### src/logic/bus_pkg.sv
// generic memory bus fields; word-aligned accesses only, no error response, rdata valid only while busy is low
`default_nettype none

package bus_pkg;

  // ==================================================
  // widths
  // ==================================================
  localparam int ADDR_W = 32;          // byte address
  localparam int DATA_W = 32;          // one word per beat
  localparam int BE_W   = DATA_W / 8;  // one enable per byte lane

  // ==================================================
  // master to slave
  // ==================================================
  typedef struct packed {
    logic [ADDR_W-1:0] addr;     // byte address, low two bits ignored
    logic [DATA_W-1:0] wdata;    // write payload
    logic [BE_W-1:0]   byte_en;  // lane select for writes
    logic              ren;      // read request, held until busy low
    logic              wen;      // write request, held until busy low
  } bus_req_t;                   // 70 bits

  // ==================================================
  // slave to master
  // ==================================================
  typedef struct packed {
    logic [DATA_W-1:0] rdata;    // read data, valid in the busy-low cycle
    logic              busy;     // low for exactly one cycle per access
  } bus_rsp_t;                   // 33 bits

  // idle response seen by a port that does not own the bus
  localparam bus_rsp_t RSP_IDLE = '{rdata: '0, busy: 1'b1};

endpackage

`default_nettype wire

### src/logic/cb_pkg.sv
// arbitration and memory-model encodings; exactly two requesters, states cover a single outstanding access
`default_nettype none

package cb_pkg;

  // ==================================================
  // cache bus owner
  // ==================================================
  typedef enum logic [1:0] {
    GRANT_NONE   = 2'd0,  // bus free, arbitration open
    GRANT_SCALAR = 2'd1,  // scalar lsu owns the bus
    GRANT_VECTOR = 2'd2   // vector lsu owns the bus
  } grant_e;

  // ==================================================
  // wait-state memory fsm
  // ==================================================
  typedef enum logic [1:0] {
    MEM_IDLE = 2'd0,  // waiting for ren or wen
    MEM_WAIT = 2'd1,  // counting wait states
    MEM_DONE = 2'd2   // busy low for one cycle
  } mem_state_e;

endpackage

`default_nettype wire

### src/logic/memory_arbiter.sv
// picks the access older relative to the cb tail, vector wins ties; grant held until busy low, two ports only
`timescale 1ns/100ps
`default_nettype none

module memory_arbiter #(
  parameter int NUM_CB_ENTRY = 16  // power of two
) (
  input  wire logic                              clk,
  input  wire logic                              rst_n,
  input  wire logic [$clog2(NUM_CB_ENTRY)-1:0]   cb_tail_index,
  input  wire logic [$clog2(NUM_CB_ENTRY)-1:0]   scalar_cb_index,
  input  wire logic [$clog2(NUM_CB_ENTRY)-1:0]   vector_cb_index,
  input  wire bus_pkg::bus_req_t                 scalar_req,
  input  wire bus_pkg::bus_req_t                 vector_req,
  output bus_pkg::bus_rsp_t                      scalar_rsp,
  output bus_pkg::bus_rsp_t                      vector_rsp,
  output bus_pkg::bus_req_t                      mem_req,
  input  wire bus_pkg::bus_rsp_t                 mem_rsp
);

  localparam int IDX_W = $clog2(NUM_CB_ENTRY);

  logic [IDX_W-1:0] scalar_dist;  // age of scalar access, 0 is oldest
  logic [IDX_W-1:0] vector_dist;  // age of vector access
  logic             scalar_act;   // scalar port has ren or wen
  logic             vector_act;   // vector port has ren or wen
  cb_pkg::grant_e   grant_pick;   // fresh decision from ages
  cb_pkg::grant_e   grant_cur;    // owner in this cycle
  cb_pkg::grant_e   grant_q;      // owner carried across edges

  // ==================================================
  // age compare
  // ==================================================
  assign scalar_dist = scalar_cb_index - cb_tail_index;  // wraps modulo depth
  assign vector_dist = vector_cb_index - cb_tail_index;
  assign scalar_act  = scalar_req.ren | scalar_req.wen;
  assign vector_act  = vector_req.ren | vector_req.wen;

  always_comb begin
    grant_pick = cb_pkg::GRANT_NONE;
    if (scalar_act && (!vector_act || (scalar_dist < vector_dist))) begin
      grant_pick = cb_pkg::GRANT_SCALAR;  // strictly older or alone
    end else if (vector_act) begin
      grant_pick = cb_pkg::GRANT_VECTOR;  // older, tied, or alone
    end
  end

  // a held grant overrides the age decision until completion
  assign grant_cur = (grant_q != cb_pkg::GRANT_NONE) ? grant_q : grant_pick;

  // ==================================================
  // grant hold
  // ==================================================
  always_ff @(posedge clk) begin
    if (!rst_n) begin
      grant_q <= cb_pkg::GRANT_NONE;
    end else if (!mem_rsp.busy) begin
      grant_q <= cb_pkg::GRANT_NONE;  // access done, reopen next cycle
    end else begin
      grant_q <= grant_cur;           // latch the new owner or keep the old one
    end
  end

  // ==================================================
  // steering
  // ==================================================
  always_comb begin
    mem_req    = '0;                 // nothing reaches memory by default
    scalar_rsp = bus_pkg::RSP_IDLE;  // loser sees busy 1, rdata 0
    vector_rsp = bus_pkg::RSP_IDLE;
    case (grant_cur)
      cb_pkg::GRANT_SCALAR: begin
        mem_req    = scalar_req;
        scalar_rsp = mem_rsp;
      end
      cb_pkg::GRANT_VECTOR: begin
        mem_req    = vector_req;
        vector_rsp = mem_rsp;
      end
      default: begin
        mem_req = '0;  // bus idle
      end
    endcase
  end

endmodule

`default_nettype wire

### config.mk
export PLATFORM = sky130hd
export DESIGN_NAME = memory_arbiter
export DESIGN_NICKNAME = d
export VERILOG_FILES = /design/src/logic/bus_pkg.sv /design/src/logic/cb_pkg.sv /design/src/logic/memory_arbiter.sv
export SDC_FILE = /design/constraint.sdc
export NUM_CORES = 1
export LEC_CHECK = 0
export ABC_AREA = 1
export ABC_CLOCK_PERIOD_IN_PS = 6750
export BUFFER_PORTS_ARGS = -buffer_cell sky130_fd_sc_hd__buf_4
export CAP_MARGIN = 20
export CORE_AREA = 2 2 124 126
export DETAILED_ROUTE_END_ITERATION = 10
export DIE_AREA = 0 0 126 128
export SKIP_LAST_GASP = 1
export SLEW_MARGIN = 5
export SYNTH_ARGS = -nofsm -noshare
export SYNTH_HDL_FRONTEND = slang
export SYNTH_SLANG_ARGS = --single-unit
### constraint.sdc
create_clock -name clk -period 6.75 [get_ports clk]
set_clock_uncertainty 0.05 [all_clocks]
set_input_delay 1.0125 -clock clk [delete_from_list [all_inputs] [get_ports clk]]
set_output_delay 1.0125 -clock clk [all_outputs]
set_load 0.01 [all_outputs]
# Word-level counts from Yosys, hierarchy flattened
# Cells that the tools add are included.
# op_classes
n_eq_ne	2
muxes	6
reduce_logical	5
add_sub_neg	2
bitwise_logic	2
magnitude_cmp	1
# op_table
cell	n
case mux 70 bit (2 select lines)	1
two-way mux 33 bit	2
subtractor 4 bit	2
two-way mux 2 bit	3
< comparator 4 bit	1
equality test 2 x 1 -> 1 bit (second input constant)	1
equality test 2 bit (second input constant)	1
OR 1 bit	2
AND reduction 2 bit	1
nonzero test 2 bit	1
logical AND 1 bit	1
logical NOT 1 bit	1
logical OR 1 bit	1
# word_totals
register_bits	2
wordCells	19

# Depth between registers and ports, before layout
# logic_depth
word_depth	8
mapped_depth	20

# Worst setup path after synthesis
# OpenSTA, ideal clock, no wires.
# synth_path
path_type	in2out
from	in cb_tail_index[2]
to	out mem_req[0] (netlist bit)
required_time_ns	5.688
slack_ns	2.423
arrival_time_ns	3.265
cell_stages	18
cell_sequence	inv_1 > ha_1 > a21oi_1 > o21ai_0 > xor2_1 > ha_1 > nand2_1 > inv_1 > nand2_1 > nand2_1 > nand2_1 > nand2_1 > nand2_1 > inv_1 > ha_1 > buf_2 > clkbuf_1 > a21oi_1
# synth_rtl
item	line_no	rtl
from (decl)	memory_arbiter.sv:10	input wire logic [$clog2(NUM_CB_ENTRY)-1:0] cb_tail_index,
to (decl)	memory_arbiter.sv:17	output bus_pkg::bus_req_t mem_req,

==> impl_metrics.ini <==
[clocking]
cts_tree = built
clock_sinks = 2
insertion_delay_ns = 0.22
cts_root_buf = clkbuf_16
hold_buffers = 0
cts-resized-gates = 0
clock_path_buffers = 2
htree_num_levels = 1
cts_buffers = 3
path_clk_slew_ns = 0.03
cts_setup_buffers = 0

[power]
peakVddDrop_v = 0.000187
p_leak_uw = 0.00287
power_density_nw_per_um2 = 248
power_uw = 1140

[timing]
worst_pin_slew_ns = 0.780
relSlewSlack_pct = 48.0
setup_viol = 0
hold_violations = 0
final_max_slew_viol_count = 0
fin_crit_sh_pct = 76.9
fin_crit_ns = 5.19
rsz0062_at_grt = false
max_freq_ghz = 0.193
fin_setup_tns_ns = 0

[min_path]
hold_depth = 2
hold_start = grant_q[0]$_SDFF_PN0_
hold_class = register to register
min_to = grant_q[0]$_SDFF_PN0_

[layout]
diodes = 0
drive_above_1_share_pct = 45.3
largest_reg_flops = 2
regMostFlops = grant_q
top_regs = grant_q x2
design_area_um2 = 4580
fin_nets = 931
final_core_util_pct = 30.8
area_delta_synth_final_pct = 136

[floorplan]
die_area_um2 = 16100
die_h_um = 128
start_util_pct = 13.1
core_area_um2 = 14900
die_w_um = 126
num_rows = 45
io_pins = 323

[worst_setup_path]
crit_path_max_fanout = 71
start_kind = input pin
reg2reg_from = grant_q[1]$_SDFF_PN0_
worstSetupPathType = input pin to output pin
timing.rr.end = grant_q[1]$_SDFF_PN0_
cp.required_ns = 5.69
reg2reg_depth = 4
end_kind = output pin
cp.arrival_ns = 4.13
regToRegSetupSlack_ns = 5.90

[global_route]
grt_pass1_vias = 3149
overflow = 0
grt_max_degree = 72
antenna_found_initial = 0
grt_pass1_wl_mm = 15.9
gr-usage-all-layers_pct = 12.0

[logic_synthesis]
synth_nets = 631
yosysWarnings = 0
ys_types = 15
ys_seq_area_share_pct = 2.06
synth_top_area_cell = nand2_1
netlist_area_um2 = 1940
synth_top_area_share_pct = 42.3
synth_area_per_cell_um2 = 4.51
synth_seq_cells = 2
synth_cells = 431
synth_area_leaders = nand2_1, a21oi_1, inv_1

[drt]
via_per_inst = 3.88
drt_pass1_iterations = 4
drtIter0Drc = 175
vias = 3555
wire_per_inst_um = 11.9
drcViolationCount = 0
postRouteAntennaNets = 0
drt-total-wl_mm = 10.9

[placed_design]
dp_hpwl_mm = 8.79
gp_congestion = 0.742
place_area_um2 = 4510
port_buffers = 322

[run_status]
status = completed

[run]
maxCapViolations = 0
## layer usage
metal	routed length (µm)	GRT usage [%]
met5	0	0
met3	953	2.88
met2	5520	22.3
met1	4450	14.5
met4	14	1.23
## through the flow
step | hold slack [ns] | setup slack [ns] | std cells
after CTS | 0.423 | 1.51 | 917
after detailed placement | 0.419 | 1.52 | 914
after global routing | 0.434 | 1.17 | 917
after global placement | 0.428 | 1.53 | 914
after floorplan | 0.397 | 2.42 | 431
final | 0.424 | 1.56 | 917
## cells in the final DEF (no fill, tap or decap)
| cell type | n |
|---|---|
| inv_1 | 80 |
| o21ai_0 | 1 |
| buf_12 | 1 |
| xnor2_1 | 5 |
| dfxtp_1 | 2 |
| xor2_1 | 1 |
| nand3_1 | 1 |
| o21bai_1 | 1 |
| fa_1 | 2 |
| nand2_1 | 219 |
| buf_4 | 324 |
| a21oi_1 | 74 |
| ha_1 | 9 |
| clkbuf_16 | 3 |
| nor2_1 | 4 |
| ha_4 | 2 |
## kinds of logic after synthesis
group / share of synthesized area (%)
AO/OA/AOI/OAI: 19.7
XOR/XNOR: 2.70
adder cells (fa/ha/maj): 9.14
buffers and inverters: 23.1
flip-flops: 2.06
AND/OR/NAND/NOR: 43.3
## critical path: stages
cell and delay (ns):
buf_4 0.08, inv_1 0.05, ha_1 0.33, a21oi_1 0.12
o21ai_0 0.10, xor2_1 0.15, ha_1 0.30, nand2_1 0.05
inv_1 0.04, nand2_1 0.05, nand2_1 0.05, nand2_1 0.04
nand2_1 0.09, nand2_1 0.14, inv_1 0.12, ha_4 0.64
buf_4 0.37, nand2_1 0.10, a21oi_1 0.13, buf_4 0.14
## report_power, final
part	internal [µW]	switching [µW]	leakage (µW)	total (µW)
Combinational	462	573	0.00281	1040
Clock	75.3	13.0	0.0000370	88.3
Sequential	13.3	0.565	0.0000164	13.8
Total	550	587	0.00287	1140
## worst max path at each step
stage	startpoint	end	slack (ns)	depth (start not counted)
5_1_grt	cb_tail_index[2]	mem_req[68]	1.17	20
6_report	cb_tail_index[2]	mem_req[49]	1.56	20
3_5_place_dp	cb_tail_index[2]	mem_req[49]	1.52	20
3_3_place_gp	cb_tail_index[2]	mem_req[9]	1.53	20
2_1_floorplan	cb_tail_index[2]	mem_req[0]	2.42	18
4_1_cts	cb_tail_index[2]	mem_req[49]	1.51	20
## layout make-up
| cell class | instances | area (µm²) |
|---|---|---|
| clock buffers | 3 | 75.1 |
| multi-input cells | 319 | 1480 |
| inverters | 80 | 300 |
| fillers | 1650 | 10300 |
| well taps | 188 | 235 |
| flip-flops and latches | 2 | 40.0 |
| repair buffers | 325 | 2450 |
## synthesized netlist by cell type
cell / instances
o21ai_0: 1
ha_1: 11
buf_4: 3
fa_1: 2
o21bai_1: 1
xor2_1: 1
nor2_1: 4
inv_1: 80
buf_2: 20
dfxtp_1: 2
nand3_1: 1
nand2_1: 219
a21oi_1: 74
clkbuf_1: 7
xnor2_1: 5
Note: power is estimated with default switching activity, not from simulation.
