`config.mk`:
```
export PLATFORM = sky130hd
export DESIGN_NAME = cb_tail_tracker
export DESIGN_NICKNAME = d
export VERILOG_FILES = /design/src/logic/cb_tail_tracker.sv
export SDC_FILE = /design/constraint.sdc
export NUM_CORES = 1
export LEC_CHECK = 0
export BUFFER_PORTS_ARGS = -buffer_cell sky130_fd_sc_hd__buf_4
export CAP_MARGIN = 20
export CORE_AREA = 2 2 39 41
export CTS_CLUSTER_DIAMETER = 200
export DETAILED_ROUTE_END_ITERATION = 12
export DIE_AREA = 0 0 41 43
export PLACE_DENSITY = 0.3
export SLEW_MARGIN = 20
export SYNTH_ARGS = -nofsm -noshare
export SYNTH_HDL_FRONTEND = slang
export SYNTH_SLANG_ARGS = --single-unit
```
`constraint.sdc`:
```
create_clock -name clk -period 1.25 [get_ports clk]
set_input_delay 0.3125 -clock clk [delete_from_list [all_inputs] [get_ports clk]]
set_output_delay 0.3125 -clock clk [all_outputs]
set_load 0.005 [all_outputs]
```
`src/logic/cb_tail_tracker.sv`:
```
// completion-buffer tail only, no head or full tracking; one retire per cycle at most
`timescale 1ns/100ps
`default_nettype none

module cb_tail_tracker #(
  parameter int NUM_CB_ENTRY = 16  // power of two, so the pointer wraps by overflow
) (
  input  wire logic                            clk,
  input  wire logic                            rst_n,
  input  wire logic                            retire,
  output logic [$clog2(NUM_CB_ENTRY)-1:0]      cb_tail_index
);

  localparam int IDX_W = $clog2(NUM_CB_ENTRY);

  logic [IDX_W-1:0] tail_q;  // oldest live entry
  logic [IDX_W-1:0] tail_d;  // tail after this cycle's retire

  // ==================================================
  // tail pointer
  // ==================================================
  always_comb begin
    tail_d = tail_q;
    if (retire) begin
      tail_d = tail_q + IDX_W'(1);  // step past the retired entry, wraps at depth
    end
  end

  always_ff @(posedge clk) begin
    if (!rst_n) begin
      tail_q <= '0;  // empty buffer starts at entry 0
    end else begin
      tail_q <= tail_d;
    end
  end

  assign cb_tail_index = tail_q;  // age reference for the arbiter

endmodule

`default_nettype wire

```
# ---- After elaboration in Yosys (flattened, before gate mapping)
# Cells that the tools add are included.
dict set report totals {
  elab_cells 2
  mem_bits_ro 0
  n_memories 0
  latchBits 0
  inputBits 3
  ff_bits 4
  ram_bits 0
}
dict set report classes {
  div_mod_pow 0
  add_sub_neg 1
  shifts 0
  reduce_logical 0
  multipliers 0
  n_eq_ne 0
  bitwise 0
  n_lt_le_gt_ge 0
  muxes 0
}
# op n
set op_table {}
lappend op_table {{4-bit by 1-bit adder with 4-bit output, second input constant} 1}

# ---- Depth between registers and ports, before layout
# Gate-level depths: netlist of the first run.
dict set report logic_depth {
  ltp_word 1
  ltp_mapped 3
  mapped_depth_nobuf 3
}

# ---- Least setup slack after synthesis of the first run
# No wires, ideal clock.
dict set report synth_timing {
  path_kind {reg2reg}
  from {register tail_q[0], in the netlist cb_tail_index[0]}
  to {register tail_q[2], in the netlist cb_tail_index[2]}
  period_less_slack_ns 0.974
  setup_time_ns 0.115
  setup_slack_ns 0.276
  stages_incl_launch_ff 4
  arrival_time_ns 0.859
  required_time_ns 1.135
  path_cell_list {dfxtp_1 > ha_1 > and3b_2 > o21a_1}
}
dict set report synth_via {
  elab_chain_len 1
}
# item line_no
set synth_lines {}
lappend synth_lines {{start, declared} 16} ;# logic [IDX_W-1:0] tail_q;
lappend synth_lines {{start signal, assigned} 33} ;# tail_q <= tail_d;
lappend synth_lines {{4-bit by 1-bit adder with 4-bit output} 25} ;# tail_d = tail_q + IDX_W'(1);
# No other way between the ends.
# A chain may end at the register's enable or synchronous reset.

# ---- Final worst setup path of the first run
dict set report layout_timing {
  from {register tail_q[0], in the netlist cb_tail_index[0]}
  to {output port cb_tail_index[0]}
}
# item line_no
set layout_rtl {}
lappend layout_rtl {{end, declared} 11} ;# output logic [$clog2(NUM_CB_ENTRY)-1:0] cb_tail_index
# No word-level cell between the ends.

==> results of run 1 <==
area by class of cell:
cell class                 count  area (um2)  area share (%)
sequential                     4        80.1            30.3
multi-input combinational     12        96.3            36.5
clock buffer                   3        22.5            8.53
timing repair buffer           6        45.0            17.1
tap                           16        20.0            7.58
final timing paths:
path / start / to / slack (ns)
max: cb_tail_index[0]$_SDFFE_PN0P_ / cb_tail_index[0] / 0.18
min: rst_n / cb_tail_index[2]$_SDFFE_PN0P_ / 0.32
max reg2reg: cb_tail_index[0]$_SDFFE_PN0P_ / cb_tail_index[2]$_SDFFE_PN0P_ / 0.24
min reg2reg: cb_tail_index[3]$_SDFFE_PN0P_ / cb_tail_index[3]$_SDFFE_PN0P_ / 0.47
cells in the mapped netlist, drive strengths merged:
| master | count | share of area (%) |
|---|---|---|
| dfxtp | 4 | 45 |
| a21boi | 1 | 4.3 |
| nor2b | 1 | 3.5 |
| nand2 | 1 | 2.1 |
| and2 | 1 | 3.5 |
| nand4 | 1 | 3.5 |
| ha | 1 | 7.1 |
| mux2i | 2 | 11 |
| o21a | 1 | 4.3 |
| xor2 | 1 | 5.0 |
| and3b | 1 | 5.7 |
| or2b | 1 | 4.3 |
routing by layer:
layer  global-route usage (%)  up-vias  wire length [um]  share of wire, %
met4                     2.00        0                 0                 0
met2                     6.56        6               159                44
met3                     9.42        0                41                11
met1                     6.43       59               163                45
met5                        0        -                 0                 0
li1                         -       75                 -                 -
cell families (layout without fill, tap and decap cells):
family                   after synthesis  count (layout)
AO/OA/AOI/OAI                          2               2
multiplexers                           2               2
flip-flops                             4               4
XOR/XNOR                               1               1
AND/OR/NAND/NOR                        6               6
buffers and inverters                  0               9
adder cells (fa/ha/maj)                1               1
power breakdown:
| part | switching, uW | total [uW] | internal [uW] |
|---|---|---|---|
| clock | 53.3 | 161 | 107 |
| sequential | 7.33 | 143 | 135 |
| combinational | 13.8 | 36.7 | 22.9 |
| total | 74.5 | 340 | 266 |
metrics by stage:
step	power, uW	cells	utilization (%)	area [um2]
final	340	41	19.1	264
after global routing	371	41	19.1	264
after CTS	351	41	19.1	264
after detailed placement	183	38	17.5	241
after global placement	182	38	17.5	241
after floorplan	160	16	-	176
cells in the final DEF (no fill, tap or decap):
master	synthesis	layout
a21boi_0	1	1
and2_1	1	1
and3b_2	1	1
buf_4	0	6
clkbuf_4	0	3
dfxtp_1	4	4
ha_1	1	1
mux2i_1	2	2
nand2_1	1	1
nand4_1	1	1
nor2b_1	1	1
o21a_1	1	1
or2b_1	1	1
xor2_1	1	1
==> out/metrics.yaml, run 1 <==
run_status:
  outcome: "completed"
grt:
  grt_max_degree: 6
  grt-ovfl-total: 0
  antenna_found_initial: 0
  grt_pass1_vias: 151
  grtUsageTotal_pct: 6.22
  grt_pass1_wl_um: 634
placement:
  numPortBuffers: 6
  gp_congestion: 0.617
  place_ws_ns: 0.249
clocking:
  postCtsSetupRepairBufs: 0
  clock_path_buffers: 2
  htreeDepth: 1
  postCtsResizedCells: 0
  ctsRootBufferMaster: "clkbuf_4"
  cts_tree: "done"
  clock_sinks: 4
  cts_hold_buf: 0
  cts_made_buffers: 3
  path_clk_slew_ns: 0.04
  clk-insertion-delay-late_ns: 0.23
floorplanning:
  die_y_um: 43
  core_area_um2: 1380
  rows: 14
  dieArea_um2: 1760
  io_pins: 7
  start_util_pct: 12.7
  die_x_um: 41
critical_path:
  crit_type: "reg -> out"
  worstSetupStartpointType: "flip-flop"
  crit_chain: "buf_4"
  r2r_cells: 3
  critPathRequiredTime_ns: 0.94
  slowest_stage: "dfxtp_1"
  path_max_fanout: 4
  path_depth: 1
  cp_num_buf_inv: 1
  critPathCaptureType: "primary output"
  crit_path_max_incr_delay_ns: 0.38
  cp_top_family: "flip-flops"
  crit_arrival_ns: 0.75
timing:
  timing.final.crit_period_ns: 1.07
  setup_tns_ns: 0
  rsz0062_at_grt: "false"
  max_freq_ghz: 0.937
  worst_slew_pin_slew_ns: 0.134
  setup_slack_ns: 0.183
  slew_headroom_pct: 90.8
  fin_skew_ns: 0.00386
  fin_hold_ws_ns: 0.318
  period_share_pct: 85.4
  slew_viol_final: 0
  hold_viol: 0
  setup-violations-final: 0
pwr:
  power.leakage_uw: 0.000129
  ir_worst_vdd_v: 0.000510
  powerDensity_nw_per_um2: 1290
synthesis:
  muxShareOfSynthArea_pct: 11.3
  yosysSeqAreaShare_pct: 45.4
  yosysWarnings: 0
  synth_seq_cells: 4
  synth_adder_area_share_pct: 7.09
  syn_area_um2: 176
  synth_nets: 20
  syn_inst: 16
  synth_compound_area_share_pct: 8.51
  synthSimpleGateAreaFrac_pct: 22.7
  synth-xor-area-share_pct: 4.96
  syn_area_per_cell_um2: 11.0
  synth_top_family_by_area: "simple AND/OR/NAND/NOR gates"
  synth_cell_types: 12
detailed_routing:
  via_per_inst: 3.41
  num_vias: 140
  drt-initial-drc-count: 3
  drc: 0
  first_pass_iters: 2
  wl_per_cell_um: 8.88
  totalWireLength_um: 364
  ant_nets: 0
worst_hold_path:
  hp-class: "in -> reg"
  whs_path_depth: 2
layout:
  syn_to_final_growth_pct: 49.6
  diodes: 0
  final_nets: 31
  fillers: 161
  largest_reg_flops: 4
  drive_gt1_share_pct: 40.0
run:
  drv_cap: 0
No activity file was read; power rests on OpenSTA's default activity.
==> run 2: changes to the inputs <==
--- a/config.mk
+++ b/config.mk
@@ -5,12 +5,14 @@
 export SDC_FILE = /design/constraint.sdc
 export NUM_CORES = 1
 export LEC_CHECK = 0
+export ABC_AREA = 1
 export BUFFER_PORTS_ARGS = -buffer_cell sky130_fd_sc_hd__buf_4
 export CAP_MARGIN = 20
 export CORE_AREA = 2 2 39 41
 export CTS_CLUSTER_DIAMETER = 200
 export DETAILED_ROUTE_END_ITERATION = 12
 export DIE_AREA = 0 0 41 43
+export HOLD_SLACK_MARGIN = 0.06
 export PLACE_DENSITY = 0.3
 export SLEW_MARGIN = 20
 export SYNTH_ARGS = -nofsm -noshare
==> run 2 against run 1 <==
Against the previous run: final cell count up 15%; design area decreased by 3.8%; die area unchanged; power fell by 1.3%; wire length is 0.82% lower; combinational power shrank 9.0%; hold slack worse by 0.0091 ns; critical endpoint unchanged.
==> out/metrics.yaml, run 2 <==
pwr:
  pwr-share-comb_pct: 10.0  # was 10.8%
  p_int_uw: 261  # was 266 uW
  seqPwrFrac_pct: 42.1  # was 42.0%
  powerDensity_nw_per_um2: 1320  # was 1290 nW/um2
  p_switching_uw: 75.0  # was 74.5 uW
  clkPwrFrac_pct: 47.9  # was 47.3%
  power.leakage_uw: 0.000116  # was 0.000129 uW
  ir_worst_vdd_v: 0.000339  # was 0.000510 V
  total_power_uw: 336  # was 340 uW
  swShare_pct: 22.3  # was 21.9%
critical_path:
  crit_arrival_ns: 0.74  # was 0.75 ns
  path_max_fanout: 4  # unchanged
  crit_type: "reg -> out"  # unchanged
  critPathRequiredTime_ns: 0.94  # about the same
  cp_num_buf_inv: 1  # unchanged
  critPathCaptureType: "primary output"  # unchanged
  slowest_stage: "dfxtp_1"  # unchanged
  worstSetupStartpointType: "flip-flop"  # unchanged
  crit_chain: "buf_4"  # unchanged
  cp_top_family: "flip-flops"  # unchanged
  crit_path_max_incr_delay_ns: 0.38  # about the same
worst_hold_path:
  hp-class: "in -> reg"  # unchanged
grt:
  grt_pass1_wl_um: 565  # was 634 um
  grt_max_degree: 7  # was 6
  grtUsageTotal_pct: 5.72  # was 6.22%
  antenna_found_initial: 0  # unchanged
  grt-ovfl-total: 0  # unchanged
  grt_pass1_vias: 140  # was 151
synthesis:
  synthArstFlopShare_pct: 0  # unchanged
  synth_common_cells: "nand2_1 (5), nor2_1 (5), dfxtp_1 (4)"  # was dfxtp_1 (4), mux2i_1 (2)
  synth-edff-count: 0  # unchanged
  yosysTopAreaCell: "dfxtp_1"  # unchanged
  synth_nets: 26  # was 20
  syn_inst: 22  # was 16
  ys.flop_type: "dfxtp_1"  # unchanged
  yosysSeqAreaShare_pct: 48.1  # was 45.4%
  yosysWarnings: 0  # unchanged
  synth_cell_types: 10  # was 12
  syn_area_per_cell_um2: 7.56  # was 11.0 um2
  ys_top_cells_by_area: "dfxtp_1 (48%), nand2_1 (11%), nor2_1 (11%), ha_1 (7.5%), a21oi_1 (6.0%)"  # was dfxtp_1 (45%), mux2i_1 (11%), ha_1 (7.1%), and3b_2 (5.7%), xor2_1 (5.0%)
  synth_top_area_share_pct: 48.1  # was 45.4%
  synth_seq_cells: 4  # unchanged
  syn_area_um2: 166  # was 176 um2
placement:
  numPortBuffers: 6  # unchanged
  gp_congestion: 0.748  # was 0.617
  placed_cell_area_um2: 231  # was 241 um2
  hpwl_um: 275
clocking:
  clk-insertion-delay-late_ns: 0.24  # was 0.23 ns
  postCtsResizedCells: 0  # unchanged
  cts_tree: "done"  # unchanged
  cts_hold_buf: 0  # unchanged
  htreeDepth: 1  # unchanged
  ctsRootBufferMaster: "clkbuf_4"  # unchanged
  path_clk_slew_ns: 0.03  # was 0.04 ns
  clock_path_buffers: 2  # unchanged
  cts_made_buffers: 3  # unchanged
  clock_sinks: 4  # unchanged
  postCtsSetupRepairBufs: 0  # unchanged
floorplanning:
  core_area_um2: 1380  # unchanged
  io_pins: 7  # unchanged
  start_util_pct: 12.0  # was 12.7%
  dieArea_um2: 1760  # unchanged
  die_x_um: 41  # unchanged
  rows: 14  # unchanged
  die_y_um: 43  # unchanged
run_status:
  outcome: "completed"  # unchanged
layout:
  final_common_cell: "buf_4"  # unchanged
  final_cell_mix: "buf_4 (6), nor2_1 (5), nand2_1 (5), dfxtp_1 (4), clkbuf_4 (3)"  # was buf_4 (6), dfxtp_1 (4), clkbuf_4 (3), mux2i_1 (2)
  largest_reg_flops: 4  # unchanged
  diodes: 0  # unchanged
  drive_gt1_share_pct: 35.5  # was 40.0%
  final_nets: 37  # was 31
  fin_area_um2: 254  # was 264 um2
  final_util_pct: 18.4  # was 19.1%
  syn_to_final_growth_pct: 52.6  # was 49.6%
  fillers: 157  # was 161
timing:
  max_freq_ghz: 0.948  # was 0.937 GHz
  timing.final.crit_period_ns: 1.06  # was 1.07 ns
  setup_tns_ns: 0  # unchanged
  setup-violations-final: 0  # unchanged
  slew_headroom_pct: 89.9  # was 90.8%
  rsz0062_at_grt: "false"  # unchanged
  worst_slew_pin_slew_ns: 0.151  # was 0.134 ns
  fin_skew_ns: 0.00551  # was 0.00386 ns
  hold_viol: 0  # unchanged
  slew_viol_final: 0  # unchanged
  period_share_pct: 84.4  # was 85.4%
detailed_routing:
  first_pass_iters: 4  # was 2
  via_per_inst: 3.49  # was 3.41
  num_vias: 164  # was 140
  drc: 0  # unchanged
  totalWireLength_um: 361  # was 364 um
  wl_per_cell_um: 7.68  # was 8.88 um
  drt-initial-drc-count: 5  # was 3
  ant_nets: 0  # unchanged
run:
  drv_cap: 0  # unchanged
-- run 2: path summary, 6_finish.rpt --
path,slack (ns),to,cells past startpoint,start
min,0.31,cb_tail_index[1]$_SDFFE_PN0P_,2,retire
max reg2reg,0.40,cb_tail_index[2]$_SDFFE_PN0P_,3,cb_tail_index[0]$_SDFFE_PN0P_
max,0.19,cb_tail_index[0],1,cb_tail_index[0]$_SDFFE_PN0P_
min reg2reg,0.50,cb_tail_index[3]$_SDFFE_PN0P_,2,cb_tail_index[3]$_SDFFE_PN0P_
-- run 2: metrics by stage --
step / hold WS (ns) / worst slack [ns] / cells
6_report: 0.309 / 0.195 / 47
3_5_place_dp: 0.494 / 0.385 / 44
4_1_cts: 0.299 / 0.177 / 47
3_3_place_gp: 0.485 / 0.399 / 44
2_1_floorplan: 0.402 / 0.421 / 22
5_1_grt: 0.320 / 0.152 / 47
-- run 2: cell type report --
type	instances	area (um2)	area share, %
repair buffers	6	45.0	17.7
well taps	16	20.0	7.88
inverters	1	3.75	1.48
flip-flops and latches	4	80.1	31.5
clock buffers	3	22.5	8.87
multi-input cells	17	82.6	32.5
-- run 2: cell families (layout without fill, tap and decap cells) --
| logic type | count (synthesis) | after routing | synth area share (%) |
|---|---|---|---|
| compound gates | 3 | 3 | 9.02 |
| buf+inv | 1 | 10 | 2.25 |
| fa+ha+maj | 1 | 1 | 7.52 |
| flops | 4 | 4 | 48.1 |
| simple gates | 13 | 13 | 33.1 |
-- run 2: layer usage --
metal	up-vias	routed length (um)	track usage, %
met5	-	0	0
met4	0	0	8.00
met3	0	51	4.71
met2	7	141	5.31
met1	67	169	6.11
li1	90	-	-
-- run 2: power by group through the flow --
stage	sequential [uW]	combinational [uW]	clock, uW
finish	141	33.4	161
global route	142	38.0	178
CTS	141	33.8	171
detailed placement	143	33.7	0
global placement	143	34.0	0
floorplan	143	14.0	0
==> run 3: changes to the inputs <==
==> constraint.sdc (replaced) <==
create_clock -name clk -period 0.95 [get_ports clk]
set_input_delay 0.2375 -clock clk [delete_from_list [all_inputs] [get_ports clk]]
set_output_delay 0.2375 -clock clk [all_outputs]
set_load 0.005 [all_outputs]
==> run 3 against run 2 <==
Against the previous run: via count grew 4.9%; clock skew down 0.0024 ns; count of clock-buffer cells in the layout stayed put; final cell count unchanged; first-iteration DRC count fell by 60%; hold slack got worse by 0.088 ns; setup slack worse by 0.18 ns; clock power rose by 33%; sequential share of layout area grew 0.76 points; design area up 9.9%; flip-flop and latch count stayed put; sequential power grew 33%; critical path type unchanged; largest cell class is now flip-flops and latches.
==> out/metrics.yaml, run 3 (synthesis gave the netlist of run 2 again) <==
critical_path:
  worstSetupStartpointType: "flip-flop"  # unchanged
  crit_type: "reg -> out"  # unchanged
  cp_top_family: "flip-flops"  # unchanged
  critPathRequiredTime_ns: 0.71  # was 0.94 ns
  crit_path_max_incr_delay_ns: 0.35  # was 0.38 ns
  slowest_stage: "dfxtp_4"  # was dfxtp_1
  cp_num_buf_inv: 1  # unchanged
  path_max_fanout: 4  # unchanged
  reg2reg_slack_ns: 0.09  # was 0.40 ns
  critPathCaptureType: "primary output"  # unchanged
  crit_chain: "buf_6"  # was buf_4
  crit_arrival_ns: 0.69  # was 0.74 ns
grt:
  grt-ovfl-total: 0  # unchanged
  grt_max_degree: 7  # unchanged
  grt_pass1_vias: 133  # was 140
  grtUsageTotal_pct: 5.82  # was 5.72%
  antenna_found_initial: 0  # unchanged
  grt_pass1_wl_um: 572  # was 565 um
timing:
  setup-violations-final: 0  # unchanged
  worst_slew_pin_slew_ns: 0.126  # was 0.151 ns
  max_freq_ghz: 1.07
  setup_tns_ns: 0  # unchanged
  slew_headroom_pct: 91.5  # was 89.9%
  fin_skew_ns: 0.00312  # was 0.00551 ns
  timing.final.crit_period_ns: 0.930
  period_share_pct: 97.9
  rsz0062_at_grt: "true"  # was false
  slew_viol_final: 0  # unchanged
  hold_viol: 0  # unchanged
  setup_slack_ns: 0.0196  # was 0.195 ns
pwr:
  ir_worst_vdd_v: 0.000573  # was 0.000339 V
  powerDensity_nw_per_um2: 1610  # was 1320 nW/um2
  power.leakage_uw: 0.000122  # was 0.000116 uW
detailed_routing:
  ant_nets: 0  # unchanged
  first_pass_iters: 4  # unchanged
  drt-initial-drc-count: 2  # was 5
  totalWireLength_um: 364  # was 361 um
  drc: 0  # unchanged
  wl_per_cell_um: 7.74  # was 7.68 um
  num_vias: 172  # was 164
  via_per_inst: 3.66  # was 3.49
layout:
  drive_gt1_share_pct: 48.4  # was 35.5%
  final_cell_mix: "nor2_1 (5), nand2_1 (5), buf_6 (4), clkbuf_4 (3)"  # was buf_4 (6), nor2_1 (5), nand2_1 (5), dfxtp_1 (4), clkbuf_4 (3)
  diodes: 0  # unchanged
  syn_to_final_growth_pct: 67.7  # was 52.6%
  largest_reg_flops: 4  # unchanged
  fillers: 158  # was 157
  final_nets: 37  # unchanged
floorplanning:
  rows: 14  # unchanged
  start_util_pct: 12.0  # unchanged
  dieArea_um2: 1760  # unchanged
  core_area_um2: 1380  # unchanged
  die_y_um: 43  # unchanged
  die_x_um: 41  # unchanged
  io_pins: 7  # unchanged
placement:
  hpwl_um: 285  # was 275 um
  place_ws_ns: 0.0908  # was 0.385 ns
  numPortBuffers: 6  # unchanged
  gp_congestion: 0.665  # was 0.748
worst_hold_path:
  hp-class: "in -> reg"  # unchanged
clocking:
  cts_made_buffers: 3  # unchanged
  cts_hold_buf: 0  # unchanged
  htreeDepth: 1  # unchanged
  clock_sinks: 4  # unchanged
  cts_tree: "done"  # unchanged
  clock_path_buffers: 2  # unchanged
  ctsRootBufferMaster: "clkbuf_4"  # unchanged
  clk-insertion-delay-late_ns: 0.24  # about the same
  path_clk_slew_ns: 0.04  # was 0.03 ns
run:
  drv_cap: 0  # unchanged
run_status:
  outcome: "completed"  # unchanged
[run 3: cell types whose count changed in the layout (fill, tap and decap cells not counted)]
cell and change:
dfxtp_4 +2, dfxtp_2 +2, dfxtp_1 -4, buf_6 +4
buf_4 -4
[run 3: cell type report]
| cell class | instances | area [um2] | share of cell area [%] |
|---|---|---|---|
| clock buffer | 3 | 22.5 | 8.07 |
| inverter | 1 | 3.75 | 1.35 |
| multi-input combinational | 17 | 82.6 | 29.6 |
| sequential | 4 | 90.1 | 32.3 |
| tap | 16 | 20.0 | 7.17 |
| timing repair buffer | 6 | 60.1 | 21.5 |
[run 3: final timing paths]
| kind | start | cells after the start | end |
|---|---|---|---|
| worst min-delay path | retire | 2 | cb_tail_index[1]$_SDFFE_PN0P_ |
| worst max-delay path | cb_tail_index[0]$_SDFFE_PN0P_ | 1 | cb_tail_index[0] |
| worst max register to register | cb_tail_index[0]$_SDFFE_PN0P_ | 3 | cb_tail_index[2]$_SDFFE_PN0P_ |
| worst min register to register | cb_tail_index[3]$_SDFFE_PN0P_ | 2 | cb_tail_index[3]$_SDFFE_PN0P_ |
[run 3: power by group]
group          switching [uW]  leakage, uW  internal, uW
combinational            20.2    0.0000730          29.3
sequential               9.97    0.0000350           177
clock                    72.1    0.0000138           142
[run 3: through the flow]
step	hold slack [ns]	power [uW]	cell area, um2	cells	util (%)
floorplan	0.327	207	166	22	-
global placement	0.470	234	231	44	16.7
detailed placement	0.473	234	231	44	16.7
CTS	0.210	471	262	47	18.9
global route	0.221	488	279	47	20.2
finish	0.221	450	279	47	20.2
[run 3: metal layers]
layer | GRT usage [%] | wire length [um]
met5 | 0 | 0
met4 | 8.00 | 0
met3 | 5.24 | 47
met2 | 6.56 | 167
met1 | 4.81 | 148
[run 3: what timing repair did]
item | in CTS | in global routing
resized for setup | 4 | 6
setup endpoints to repair | 3 | 4
buffers inserted | 0 | 0
